===== src/verilog/conv1x1_consts.svh =====
`ifndef CONV1X1_CONSTS_SVH
`define CONV1X1_CONSTS_SVH

//////////////////////////////////////////////////
// Number format
//////////////////////////////////////////////////

// Pixels, weights and results are signed Q8.8
`define CONV_DATA_WIDTH 16
`define CONV_FRAC_BITS  8

// Wide enough for CONV_CH_IN shifted products
`define CONV_ACC_WIDTH  32

//////////////////////////////////////////////////
// Layer shape
//////////////////////////////////////////////////

`define CONV_CH_IN      4
`define CONV_CH_OUT     4

`endif


===== src/verilog/conv1x1_pkg.sv =====
`include "conv1x1_consts.svh"

package conv1x1_pkg;

  // Data words
  typedef logic signed [`CONV_DATA_WIDTH-1:0] pixel_t;
  typedef logic signed [`CONV_DATA_WIDTH-1:0] weight_t;

  // Running sum of the shifted products
  typedef logic signed [`CONV_ACC_WIDTH-1:0] acc_t;

  //////////////////////////////////////////////////
  // Memory addresses
  //////////////////////////////////////////////////

  // Two banks of CONV_CH_IN pixels, bank bit on top
  typedef logic [$clog2(2*`CONV_CH_IN)-1:0] pxl_addr_t;

  // Weights ordered by output channel, then input channel
  typedef logic [$clog2(`CONV_CH_OUT*`CONV_CH_IN)-1:0] wgt_addr_t;

endpackage


===== src/verilog/conv_seq_if.sv =====
`timescale 1ns/100ps

// Replay sequence from the controller towards the memories and the MAC
interface conv_seq_if;

  // One read per cycle while a replay runs
  logic                   rd_en;
  conv1x1_pkg::pxl_addr_t pxl_addr;
  conv1x1_pkg::wgt_addr_t wgt_addr;

  // Accumulation boundaries
  logic                   first;
  logic                   last;

  modport ctrl (
    output rd_en,
    output pxl_addr,
    output wgt_addr,
    output first,
    output last
  );

  // Addresses go straight to the memories at the top level
  modport mac (
    input rd_en,
    input first,
    input last
  );

endinterface

===== src/verilog/conv1x1_layer.sv =====
`timescale 1ns/100ps
`include "conv1x1_consts.svh"

module conv1x1_layer (
  input  logic                 clk,
  input  logic                 reset,
  input  logic                 valid_in,
  input  logic                 valid_weight_in,
  input  conv1x1_pkg::pixel_t  pxl_in,
  input  conv1x1_pkg::weight_t weight_in,
  output conv1x1_pkg::pixel_t  pxl_out,
  output logic                 valid_out
);

  localparam int PXL_DEPTH = 2 * `CONV_CH_IN;
  localparam int WGT_DEPTH = `CONV_CH_OUT * `CONV_CH_IN;

  // Write side from the controller
  logic                   pxl_wr_en;
  conv1x1_pkg::pxl_addr_t pxl_wr_addr;
  conv1x1_pkg::wgt_addr_t wgt_wr_addr;

  // Memory read data into the MAC
  conv1x1_pkg::pixel_t    pxl_rd_data;
  conv1x1_pkg::weight_t   wgt_rd_data;

  conv_seq_if seq ();

  //////////////////////////////////////////////////
  // Control
  //////////////////////////////////////////////////

  // busy is only observed by the bound checker
  conv_ctrl i_ctrl (
    .clk             (clk            ),
    .reset           (reset          ),
    .valid_in        (valid_in       ),
    .valid_weight_in (valid_weight_in),
    .pxl_wr_en       (pxl_wr_en      ),
    .pxl_wr_addr     (pxl_wr_addr    ),
    .wgt_wr_addr     (wgt_wr_addr    ),
    .busy            (               ),
    .seq             (seq.ctrl       )
  );

  //////////////////////////////////////////////////
  // Pixel ping-pong buffer and weight store
  //////////////////////////////////////////////////

  conv_mem #(
    .entry_t (conv1x1_pkg::pixel_t),
    .DEPTH   (PXL_DEPTH           )
  ) i_pxl_mem (
    .clk     (clk         ),
    .wr_en   (pxl_wr_en   ),
    .wr_addr (pxl_wr_addr ),
    .wr_data (pxl_in      ),
    .rd_addr (seq.pxl_addr),
    .rd_data (pxl_rd_data )
  );

  conv_mem #(
    .entry_t (conv1x1_pkg::weight_t),
    .DEPTH   (WGT_DEPTH            )
  ) i_wgt_mem (
    .clk     (clk            ),
    .wr_en   (valid_weight_in),
    .wr_addr (wgt_wr_addr    ),
    .wr_data (weight_in      ),
    .rd_addr (seq.wgt_addr   ),
    .rd_data (wgt_rd_data    )
  );

  //////////////////////////////////////////////////
  // Multiply-accumulate
  //////////////////////////////////////////////////

  conv_mac i_mac (
    .clk       (clk        ),
    .reset     (reset      ),
    .seq       (seq.mac    ),
    .pxl_data  (pxl_rd_data),
    .wgt_data  (wgt_rd_data),
    .pxl_out   (pxl_out    ),
    .valid_out (valid_out  )
  );

endmodule


===== src/verilog/conv_ctrl.sv =====
`timescale 1ns/100ps
`include "conv1x1_consts.svh"

module conv_ctrl (
  input  logic                   clk,
  input  logic                   reset,
  input  logic                   valid_in,
  input  logic                   valid_weight_in,
  output logic                   pxl_wr_en,
  output conv1x1_pkg::pxl_addr_t pxl_wr_addr,
  output conv1x1_pkg::wgt_addr_t wgt_wr_addr,
  output logic                   busy,
  conv_seq_if.ctrl               seq
);

  localparam int CH_IN_W  = $clog2(`CONV_CH_IN);
  localparam int CH_OUT_W = $clog2(`CONV_CH_OUT);
  localparam int WGT_LAST = `CONV_CH_OUT * `CONV_CH_IN - 1;

  // Pixel write side
  logic [CH_IN_W-1:0]  wr_ch;
  logic                wr_bank;
  logic                pixel_done;

  // Replay side
  logic                rd_bank;
  logic [CH_OUT_W-1:0] rd_out;
  logic [CH_IN_W-1:0]  rd_in;
  logic                rd_in_last;
  logic                rd_out_last;

  //////////////////////////////////////////////////
  // Weight write counter
  //////////////////////////////////////////////////

  // Wraps so that a full reload starts again at entry 0
  always_ff @(posedge clk) begin
    if (reset) begin
      wgt_wr_addr <= '0;
    end else if (valid_weight_in) begin
      if (wgt_wr_addr == conv1x1_pkg::wgt_addr_t'(WGT_LAST)) begin
        wgt_wr_addr <= '0;
      end else begin
        wgt_wr_addr <= wgt_wr_addr + 1'b1;
      end
    end
  end

  //////////////////////////////////////////////////
  // Pixel write counter and bank
  //////////////////////////////////////////////////

  assign pixel_done = valid_in && (wr_ch == CH_IN_W'(`CONV_CH_IN - 1));

  always_ff @(posedge clk) begin
    if (reset) begin
      wr_ch   <= '0;
      wr_bank <= 1'b0;
    end else if (valid_in) begin
      if (pixel_done) begin
        // Next pixel goes to the other bank
        wr_ch   <= '0;
        wr_bank <= ~wr_bank;
      end else begin
        wr_ch <= wr_ch + 1'b1;
      end
    end
  end

  assign pxl_wr_en   = valid_in;
  assign pxl_wr_addr = {wr_bank, wr_ch};

  //////////////////////////////////////////////////
  // Replay sequencer
  //////////////////////////////////////////////////

  assign rd_in_last  = (rd_in == CH_IN_W'(`CONV_CH_IN - 1));
  assign rd_out_last = (rd_out == CH_OUT_W'(`CONV_CH_OUT - 1));

  // Input channel is the inner loop, output channel the outer one
  always_ff @(posedge clk) begin
    if (reset) begin
      busy    <= 1'b0;
      rd_bank <= 1'b0;
      rd_out  <= '0;
      rd_in   <= '0;
    end else if (pixel_done) begin
      // Replay the bank that was just completed
      busy    <= 1'b1;
      rd_bank <= wr_bank;
      rd_out  <= '0;
      rd_in   <= '0;
    end else if (busy) begin
      if (rd_in_last) begin
        rd_in <= '0;
        if (rd_out_last) begin
          busy   <= 1'b0;
          rd_out <= '0;
        end else begin
          rd_out <= rd_out + 1'b1;
        end
      end else begin
        rd_in <= rd_in + 1'b1;
      end
    end
  end

  //////////////////////////////////////////////////
  // Sequence outputs
  //////////////////////////////////////////////////

  assign seq.rd_en    = busy;
  assign seq.pxl_addr = {rd_bank, rd_in};
  assign seq.wgt_addr = conv1x1_pkg::wgt_addr_t'(rd_out * `CONV_CH_IN + rd_in);

  // Frame each output channel's accumulation
  assign seq.first    = busy && (rd_in == '0);
  assign seq.last     = busy && rd_in_last;

endmodule


===== src/verilog/conv_mac.sv =====
`timescale 1ns/100ps
`include "conv1x1_consts.svh"

module conv_mac (
  input  logic                clk,
  input  logic                reset,
  conv_seq_if.mac             seq,
  input  conv1x1_pkg::pixel_t  pxl_data,
  input  conv1x1_pkg::weight_t wgt_data,
  output conv1x1_pkg::pixel_t  pxl_out,
  output logic                valid_out
);

  localparam conv1x1_pkg::acc_t PXL_MAX =
    conv1x1_pkg::acc_t'({1'b0, {(`CONV_DATA_WIDTH-1){1'b1}}});
  localparam conv1x1_pkg::acc_t PXL_MIN = -PXL_MAX - 1;

  // Sequence flags lined up with the memory data
  logic              vld_d, first_d, last_d;
  // Same flags lined up with the product register
  logic              vld_p, first_p, last_p;

  conv1x1_pkg::acc_t prod_full;
  conv1x1_pkg::acc_t prod_q;
  conv1x1_pkg::acc_t acc_q;
  conv1x1_pkg::acc_t acc_next;
  conv1x1_pkg::pixel_t sat_val;

  //////////////////////////////////////////////////
  // Flag delays
  //////////////////////////////////////////////////

  always_ff @(posedge clk) begin
    if (reset) begin
      vld_d   <= 1'b0;
      first_d <= 1'b0;
      last_d  <= 1'b0;
      vld_p   <= 1'b0;
      first_p <= 1'b0;
      last_p  <= 1'b0;
    end else begin
      vld_d   <= seq.rd_en;
      first_d <= seq.first;
      last_d  <= seq.last;
      vld_p   <= vld_d;
      first_p <= first_d;
      last_p  <= last_d;
    end
  end

  //////////////////////////////////////////////////
  // Multiply and accumulate
  //////////////////////////////////////////////////

  // Q8.8 times Q8.8, floor back to Q8.8
  assign prod_full = conv1x1_pkg::acc_t'(wgt_data) * conv1x1_pkg::acc_t'(pxl_data);

  always_ff @(posedge clk) begin
    prod_q <= prod_full >>> `CONV_FRAC_BITS;
  end

  assign acc_next = first_p ? prod_q : acc_q + prod_q;

  always_ff @(posedge clk) begin
    if (vld_p) begin
      acc_q <= acc_next;
    end
  end

  //////////////////////////////////////////////////
  // Saturate and register output
  //////////////////////////////////////////////////

  always_comb begin
    if (acc_next > PXL_MAX) begin
      sat_val = conv1x1_pkg::pixel_t'(PXL_MAX);
    end else if (acc_next < PXL_MIN) begin
      sat_val = conv1x1_pkg::pixel_t'(PXL_MIN);
    end else begin
      sat_val = conv1x1_pkg::pixel_t'(acc_next);
    end
  end

  always_ff @(posedge clk) begin
    if (vld_p && last_p) begin
      pxl_out <= sat_val;
    end
  end

  // One pulse per output channel
  always_ff @(posedge clk) begin
    if (reset) begin
      valid_out <= 1'b0;
    end else begin
      valid_out <= vld_p && last_p;
    end
  end

endmodule


===== src/verilog/conv_mem.sv =====
`timescale 1ns/100ps

// Register file, synchronous write, registered read
module conv_mem #(
  parameter type entry_t = logic [15:0],
  parameter int  DEPTH   = 8
) (
  input  logic                     clk,
  input  logic                     wr_en,
  input  logic [$clog2(DEPTH)-1:0] wr_addr,
  input  entry_t                   wr_data,
  input  logic [$clog2(DEPTH)-1:0] rd_addr,
  output entry_t                   rd_data
);

  //////////////////////////////////////////////////
  // Storage
  //////////////////////////////////////////////////

  entry_t mem [DEPTH];

  always_ff @(posedge clk) begin
    if (wr_en) begin
      mem[wr_addr] <= wr_data;
    end
  end

  //////////////////////////////////////////////////
  // Read port
  //////////////////////////////////////////////////

  // Data valid one cycle after the address is sampled
  always_ff @(posedge clk) begin
    rd_data <= mem[rd_addr];
  end

endmodule


===== config.mk =====
export PLATFORM = sky130hd
export DESIGN_NAME = conv1x1_layer
export DESIGN_NICKNAME = d
export VERILOG_FILES = /design/src/verilog/conv1x1_pkg.sv /design/src/verilog/conv_seq_if.sv /design/src/verilog/conv1x1_layer.sv /design/src/verilog/conv_ctrl.sv /design/src/verilog/conv_mac.sv /design/src/verilog/conv_mem.sv
export VERILOG_INCLUDE_DIRS = /design/src /design/src/verilog
export SDC_FILE = /design/constraint.sdc
export NUM_CORES = 1
export LEC_CHECK = 0
export BUFFER_PORTS_ARGS = -buffer_cell sky130_fd_sc_hd__buf_2
export CAP_MARGIN = 20
export CORE_MARGIN = 4
export CORE_UTILIZATION = 55
export CTS_CLUSTER_SIZE = 40
export DETAILED_ROUTE_END_ITERATION = 8
export PLACE_DENSITY = 0.71
export SLEW_MARGIN = 20
export SYNTH_ARGS = -nofsm -noshare
export SYNTH_HDL_FRONTEND = slang
export SYNTH_SLANG_ARGS = --single-unit

===== constraint.sdc =====
create_clock -name clk -period 7.2 [get_ports clk]
set_input_delay 1.44 -clock clk [delete_from_list [all_inputs] [get_ports clk]]
set_output_delay 1.44 -clock clk [all_outputs]
set_load 0.05 [all_outputs]

# [Word level (Yosys, flattened, before mapping)]
# Memories as Yosys holds them, arrays and structs flattened. A register that Yosys moved wholly into a read port is not among the register bits.
# Index checks and enable logic that the tools add are counted.
[totals] inputBits=36 ff_bits=92 ram_bits=384 word_cells=55 mem_count=2 output_inout_bits=17
[mem_list] memory="i_wgt_mem.mem" words=16 word_bits=16 rd=1 rd_ports_with_merged_regs=1 wr=1 line="conv_mem.sv:20" text="entry_t mem [DEPTH];"
[mem_list] memory="i_pxl_mem.mem" words=8 word_bits=16 rd=1 rd_ports_with_merged_regs=1 wr=1 line="conv_mem.sv:20"
[op_classes] order_cmp=2 n_reduce_logical=8 mul=1 addsub=6 n_eq_ne=4 bitwise=1 mux=14
[ops] cell="32-bit by 24-bit adder with 32-bit output" count=1
[ops] cell="32-bit by 16-bit greater-than comparator with 1-bit output, second input constant" count=1
[ops] cell="32-bit by 16-bit less-than comparator with 1-bit output, second input constant" count=1
[ops] cell="16-bit by 16-bit multiplier with 32-bit output" count=1
[ops] cell="32-bit two-way mux" count=1
[ops] cell="16-bit two-way mux" count=1
[ops] cell="1-bit two-way mux" count=8
[ops] cell="2-bit by 1-bit adder with 2-bit output, second input constant" count=3
[ops] cell="2-bit equality test, second input constant" count=3
[ops] cell="2-bit two-way mux" count=3
[ops] cell="4-bit by 1-bit adder with 4-bit output, second input constant" count=1
[ops] cell="4-bit by 2-bit adder with 4-bit output" count=1
[ops] cell="4-bit equality test, second input constant" count=1
[ops] cell="1-bit logical AND" count=4
[ops] cell="4-bit two-way mux" count=1
[ops] cell="2-bit AND reduction" count=2
[ops] cell="2-bit logical NOT" count=1
[ops] cell="2-bit OR reduction" count=1
[ops] cell="1-bit inverter" count=1

# [Longest topological paths before layout]
# Gate-level depths: netlist of the first run.
[depth] ltp_word=5 depth_mapped=27 ltp_nobuf=26

# [Hierarchy]
# Synthesis of the first run repeated with hierarchy kept, for this count alone.
[unflattened] cells_unflattened=2207 area_unflattened_um2=30113.9
[by_module_without_submodules] mod="conv_mac" seq_area_each_um2=2062.0 cells_each=1491 instances=1 area_each_um2=14138.6
[by_module_without_submodules] mod="conv_mem (i_wgt_mem)" seq_area_each_um2=8007.7 cells_each=432 instances=1 area_each_um2=10043.4
[by_module_without_submodules] mod="conv_mem (i_pxl_mem)" seq_area_each_um2=4164.0 cells_each=214 instances=1 area_each_um2=5293.8
[by_module_without_submodules] mod="conv_ctrl" seq_area_each_um2=260.2 cells_each=70 instances=1 area_each_um2=638.1

# [Least setup slack after synthesis of the first run]
# No wires, ideal clock.
[synth_path] kind="flip-flop to flip-flop" startpoint="register i_wgt_mem.rd_data[15] (netlist bit), read port of i_wgt_mem.mem" endpoint="register i_mac.prod_q[23] (netlist name)" path_slack_ps=1062 path_stages_with_launch=23 arrival_time_ps=6065 required_ps=7128 path_buffers=1 setup_ps=72 period_less_slack_ps=6138 cell_sequence="dfxtp_1 > clkbuf_1 > nand2_1 > inv_1 > fa_1 > fa_1 > fa_1 > fa_1 > fa_1 > inv_1 > fa_1 > inv_1 > ha_1 > a21o_1 > a21o_1 > a21oi_1 > nand2_1 > a21oi_1 > a21boi_0 > o31a_1 > o21a_1 > nor2_1 > xnor2_1"
[synth_between] elab_chain_cells=1
[synth_lines] item="start, declared" line="conv_mem.sv:13" text="output entry_t rd_data"
[synth_lines] item="16-bit by 16-bit multiplier with 32-bit output" line="conv_mac.sv:56" text="assign prod_full = conv1x1_pkg::acc_t'(wgt_data) * conv1x1_pkg::acc_t'(pxl_data);"
[synth_lines] item="via i_mac.prod_full[31]" line="conv_mac.sv:23" text="conv1x1_pkg::acc_t prod_full;"
# The timed path passes the listed nets, and every way through them passes these cells.
# A chain may end at the register's enable or synchronous reset.

# [Worst setup path after layout of the first run]
[layout_path] startpoint="register i_wgt_mem.rd_data[15] (netlist bit), read port of i_wgt_mem.mem" endpoint="register i_mac.prod_q[23] (netlist name)"
[layout_between] elab_chain_cells=1
[layout_lines] item="16-bit by 16-bit multiplier with 32-bit output" line="conv_mac.sv:56"
[layout_lines] item="via i_mac.prod_full[31]" line="conv_mac.sv:23"
# The timed path passes the listed nets, and every way through them passes these cells.

==> flow_summary.yaml, run 1 <==
placement:
  gp_congestion: 0.8840
  hpwl_mm: 41.72
  port_buffers: 52
grt:
  grt_pass1_vias: 17815
  gr-total-overflow: 0
  grt_max_degree: 65
  antenna_found_initial: 3
  grt_usage: 0.2203
  grt_pass1_wl_mm: 98.68
synthesis:
  synth_edf_count: 432
  synthArstFlopShare: 0
  synth_flop_cell: "edfxtp_1"
  yosys.area.top_type: "edfxtp_1"
  synth_top_family_by_area: "adder cells"
  syn_nets: 2555
  synth_adder_area_share: 0.2265
  synth.top_cell.area_share: 0.4372
  synthXorXnorAreaFrac: 0.01505
  yosys_warnings: 0
  synthSimpleGateAreaFrac: 0.08151
  seq_area_frac_synth: 0.4885
  synthMuxAreaShare: 0.09517
  synth-compound-area-share: 0.04352
  ys_types: 73
  synthTopCellsByArea: "edfxtp_1 44%, fa_1 18%, mux4_2 8.5%"
  netlist_area_mm2: 0.02967
  syn_area_per_cell_um2: 13.87
  synth_seq_cells: 508
  yosysMostFrequentCell: "edfxtp_1"
  syn_inst: 2139
  synth_commonest_cells: "432 x edfxtp_1, 311 x inv_1, 262 x fa_1, 196 x nand2_1, 129 x and2_1"
route:
  drc: 0
  ant_nets: 0
  drt_iter0_markers: 1142
  vias_per_cell: 5.678
  vias: 16613
  wl_per_cell_um: 20.89
  dr.pass1.iters: 7
  routed_wl_mm: 61.14
clocking:
  cts_tree: "done"
  clkTransAtPathRegs_ns: 0.06
  cts.path.max_buffers: 3
  cts_hold_buffers: 0
  cts_buffers: 51
  ctsRootBufferMaster: "clkbuf_16"
  insertion_delay_ns: 0.63
  cts_resized: 0
  cts_sinks: 508
  postCtsSetupBuffers: 0
  cts-htree-levels: 2
floorplanning:
  die_y_um: 240.3
  fp-row-count: 84
  die-width_um: 240.3
  start_util: 0.5602
  core_area_mm2: 0.05297
  die-area_mm2: 0.05773
  io_pins: 53
critical_path:
  crit_type: "flip-flop to flip-flop"
  arrival_ns: 7.17
  cp_data_required_time_ns: 7.75
  worstSetupEndpointType: "flip-flop"
  cp_max_fo: 16
  r2r_cells: 21
  critPathLaunchType: "flip-flop"
final_layout:
  syn_to_final_growth_pct: 9.311
  drive_above_1_share: 0.1440
  fill_cells: 3937
  nets: 2609
job:
  drv_cap: 0
hold_path:
  hp-class: "flip-flop to flip-flop"
  holdPathStages: 1
timing:
  min_period_ns: 6.617
  slew_violations: 0
  rsz0062_at_grt: "false"
  finalSetupTns_ns: 0
  finalHoldViolCount: 0
  tightest_slew_ns: 1.121
  finalCritPeriodShare: 0.9190
  finalSetupViolCount: 0
  slew-limit-headroom: 0.2524
  clock_skew_ns: 0.06617
  fmax_ghz: 0.1511
status:
  outcome: "completed"
[path summary, 6_finish.rpt]
check	slack [ns]	end	from
max	0.58	i_mac.prod_q[23]	i_wgt_mem.rd_data[15]
min	0.44	i_mac.vld_p	i_mac.vld_d
max reg2reg	0.58	i_mac.prod_q[23]	i_wgt_mem.rd_data[15]
min reg2reg	0.44	i_mac.vld_p	i_mac.vld_d
[metrics by stage]
stage          worst slack, ns  cells  utilization  area, um2  hold WS (ns)
6_report                0.5833   2926       0.6123      32430        0.4411
2_1_floorplan            1.062   2139            -      29670        0.4138
3_3_place_gp            0.7396   2827       0.5791      30680        0.4260
3_5_place_dp            0.5951   2828       0.5794      30690        0.4340
4_1_cts                 0.5755   2924       0.6121      32420        0.4456
5_1_grt                 0.1485   2924       0.6122      32430        0.4592
[critical path: stages (launching register included)]
cell      delay, ns
dfxtp_1        0.65
nand2_1        0.18
inv_1          0.16
fa_1           0.58
fa_1           0.88
fa_1           0.52
fa_1           0.51
fa_1           0.50
inv_1          0.06
fa_1           0.49
inv_1          0.04
ha_1           0.32
a21o_1         0.17
a21o_1         0.17
a21oi_1        0.17
nand2_1        0.07
a21oi_1        0.18
a21boi_0       0.16
o31a_1         0.30
o21a_1         0.19
nor2_1         0.11
xnor2_1        0.12
[flip-flops by register name, indices dropped and copies added (netlist names), 4 cells and up]
signal,flops
i_mac.prod_q,24
i_pxl_mem.mem,128
i_ctrl.wgt_wr_addr,4
i_pxl_mem.rd_data,16
i_mac.pxl_out,16
i_wgt_mem.rd_data,16
i_mac.acc_q,32
i_wgt_mem.mem,256
[cell type report]
type,count,area [um2],share of cell area
well taps,688,860.8,0.02654
flip-flops and latches,508,14500,0.4471
clock inverters,36,411.6,0.01269
inverters,311,1167,0.03599
diodes,2,5.005,0.0001543
clock buffers,60,1320,0.04070
multi-input cells,1245,13720,0.4230
repair buffers,76,447.9,0.01381
[layout by cell type, fill, tap and decap left out, types with 5 or more instances in the layout]
| cell type | n |
|---|---|
| edfxtp_1 | 432 |
| inv_1 | 311 |
| fa_1 | 262 |
| nand2_1 | 196 |
| and2_1 | 123 |
| ha_1 | 118 |
| mux4_2 | 112 |
| dfxtp_1 | 73 |
| nor2_1 | 67 |
| buf_2 | 52 |
| clkbuf_16 | 51 |
| a21oi_1 | 49 |
| xnor2_1 | 37 |
| buf_4 | 23 |
| a21o_1 | 19 |
| o21ai_0 | 19 |
| o21a_1 | 19 |
| nand3_1 | 18 |
| mux2_2 | 16 |
| nor3_1 | 15 |
| nand2b_1 | 15 |
| xor2_1 | 14 |
| a21oi_2 | 12 |
| nor2b_1 | 11 |
| mux2i_1 | 11 |
| clkinv_1 | 11 |
| clkinv_2 | 10 |
| o211ai_1 | 8 |
| clkbuf_1 | 8 |
| a211oi_1 | 7 |
| a31oi_1 | 7 |
| and3_1 | 6 |
| nand4_1 | 6 |
| and2_2 | 6 |
| bufinv_16 | 6 |
| o21bai_1 | 5 |
| or3_1 | 5 |
[logic make-up after synthesis]
family,Yosys count
flops,508
compound gates,185
xor+xnor,51
mux,140
buf+inv,386
fa+ha+maj,380
simple gates,489
[metal layers]
metal / GRT usage / up-vias / part of all wire
met4: 0.05771 / 0 / 0.024
li1: - / 7492 / -
met5: 0 / - / 0
met1: 0.3006 / 8486 / 0.41
met2: 0.3748 / 524 / 0.50
met3: 0.03579 / 111 / 0.066
Power of run 1 is left out: the tool's default activity adds up to more than one toggle a clock period on the data nets, which glitch-free logic cannot reach.
==> run 2, diff against run 1 <==
--- a/config.mk
+++ b/config.mk
@@ -12,7 +12,7 @@
 export CORE_UTILIZATION = 55
 export CTS_CLUSTER_SIZE = 40
 export DETAILED_ROUTE_END_ITERATION = 8
-export PLACE_DENSITY = 0.71
+export PLACE_DENSITY_LB_ADDON = 0.15
 export SLEW_MARGIN = 20
 export SYNTH_ARGS = -nofsm -noshare
 export SYNTH_HDL_FRONTEND = slang
==> run 2 against run 1 <==
  * First-iteration DRC count down 13%
  * Worst setup slack better by 0.0022 ns
  * Clock skew down 0.028 ns
  * Largest cell class unchanged
  * Design area up 0.13%
  * Register-to-register slack about the same
  * Flip-flop and latch count unchanged
==> flow_summary.yaml, run 2 (synthesized netlist as in run 1, its figures left out) <==
critical_path:
  crit_type: "flip-flop to flip-flop"
  r2r_cells: 21
  cp_data_required_time_ns: 7.72
  critPathLaunchType: "flip-flop"
  r2r_start: "i_pxl_mem.rd_data[1]"
  cp_max_fo: 16
  worstSetupEndpointType: "flip-flop"
  rr_endpoint: "i_mac.prod_q[23]"
  r2r_slack_ns: 0.59
  arrival_ns: 7.13
hold_path:
  holdPathStages: 1
  hp-class: "flip-flop to flip-flop"
  min_from: "i_mac.vld_d"
  hold_end: "i_mac.vld_p"
final_layout:
  utilization: 0.6131
  largest_reg_flops: 256
  final_cell_mix: "432 x edfxtp_1, 311 x inv_1, 262 x fa_1, 196 x nand2_1, 129 x and2_1"
  mostFrequentLayoutCell: "edfxtp_1"
  reg.largest.list: "i_wgt_mem.mem: 256 flops, i_pxl_mem.mem: 128 flops, i_mac.acc_q: 32 flops"
  regMostFlops: "i_wgt_mem.mem"
  nets: 2623
  syn_to_final_growth_pct: 9.454
  drive_above_1_share: 0.1431
timing:
  min_period_ns: 6.614
  worst_hold_slack_ns: 0.4552
  finalCritPeriodShare: 0.9187
  finalHoldViolCount: 0
  fmax_ghz: 0.1512
  slew-limit-headroom: 0.2530
  finalSetupTns_ns: 0
  tightest_slew_ns: 1.121
  rsz0062_at_grt: "false"
  finalSetupViolCount: 0
  slew_violations: 0
  fin_ws_ns: 0.5855
  clock_skew_ns: 0.03863
job:
  drv_cap: 0
clocking:
  ctsRootBufferMaster: "clkbuf_16"
  cts_resized: 0
  insertion_delay_ns: 0.61
  cts_sinks: 508
  clkTransAtPathRegs_ns: 0.06
  cts_buffers: 52
  cts.path.max_buffers: 3
  postCtsSetupBuffers: 0
  cts_tree: "done"
  cts_hold_buffers: 0
  cts-htree-levels: 2
floorplanning:
  die_y_um: 240.3
  die-width_um: 240.3
  fp-row-count: 84
  core_area_mm2: 0.05297
  io_pins: 53
  start_util: 0.5602
  die-area_mm2: 0.05773
route:
  vias_per_cell: 5.589
  wl_per_cell_um: 20.39
  drt_iter0_markers: 988
  dr.pass1.iters: 6
  routed_wl_mm: 59.94
  drc: 0
  vias: 16427
  ant_nets: 0
placement:
  gp_congestion: 0.8619
  hpwl_mm: 41.23
  port_buffers: 52
  dpl_worst_slack_ns: 0.6010
status:
  outcome: "completed"
grt:
  gr-total-overflow: 0
  grt_pass1_vias: 17551
  grt_usage: 0.2168
  grt_max_degree: 52
  grt_pass1_wl_mm: 97.21
  antenna_found_initial: 4
[run 2: cell types whose count changed in the layout (fill, tap and decap cells not counted), moves of 6 or more]
cell	previous run	this run
and2_1	123	129
and2_2	6	0
buf_4	23	36
clkbuf_1	8	17
[run 2: stage by stage]
stage | cells | area (um2)
global route | 2939 | 32480
detailed placement | 2840 | 30770
floorplan | 2139 | 29670
CTS | 2937 | 32450
finish | 2939 | 32480
global placement | 2840 | 30770
[run 2: worst max path at each step]
stage / startpoint / endpoint / slack [ns] / cells after the start
CTS: i_pxl_mem.rd_data[1] / i_mac.prod_q[23] / 0.58 / 21
finish: i_pxl_mem.rd_data[1] / i_mac.prod_q[23] / 0.59 / 21
floorplan: i_wgt_mem.rd_data[15] / i_mac.prod_q[23] / 1.06 / 22
detailed placement: i_pxl_mem.rd_data[1] / i_mac.prod_q[23] / 0.60 / 21
global placement: i_pxl_mem.rd_data[1] / i_mac.prod_q[23] / 0.70 / 21
global route: i_pxl_mem.rd_data[1] / i_mac.prod_q[23] / 0.09 / 21
[run 2: final cells by class]
class | instances | area (um2)
flip-flops and latches | 508 | 14500
diodes | 1 | 2.502
clock inverters | 28 | 311.5
inverters | 311 | 1167
repair buffers | 89 | 555.5
multi-input cells | 1245 | 13710
well taps | 688 | 860.8
clock buffers | 69 | 1365
fillers | 4039 | 20490
[run 2: metal layers]
layer  track usage  wire, um
met5             0        24
met3       0.03648      3317
met2        0.3604     29570
met1        0.3038     25870
met4       0.05456      1159
[run 2: critical path: stages (launching register included)]
cell      delay, ns
dfxtp_1        0.67
nand2_1        0.17
inv_1          0.16
fa_1           0.57
fa_1           0.88
fa_1           0.53
fa_1           0.50
fa_1           0.49
inv_1          0.05
fa_1           0.47
inv_1          0.04
ha_1           0.32
a21o_1         0.18
a21o_1         0.16
a21oi_1        0.17
nand2_1        0.07
a21oi_1        0.18
a21boi_0       0.16
o31a_1         0.30
o21a_1         0.19
nor2_1         0.12
xnor2_1        0.12
Power of run 2 is left out for the same reason.
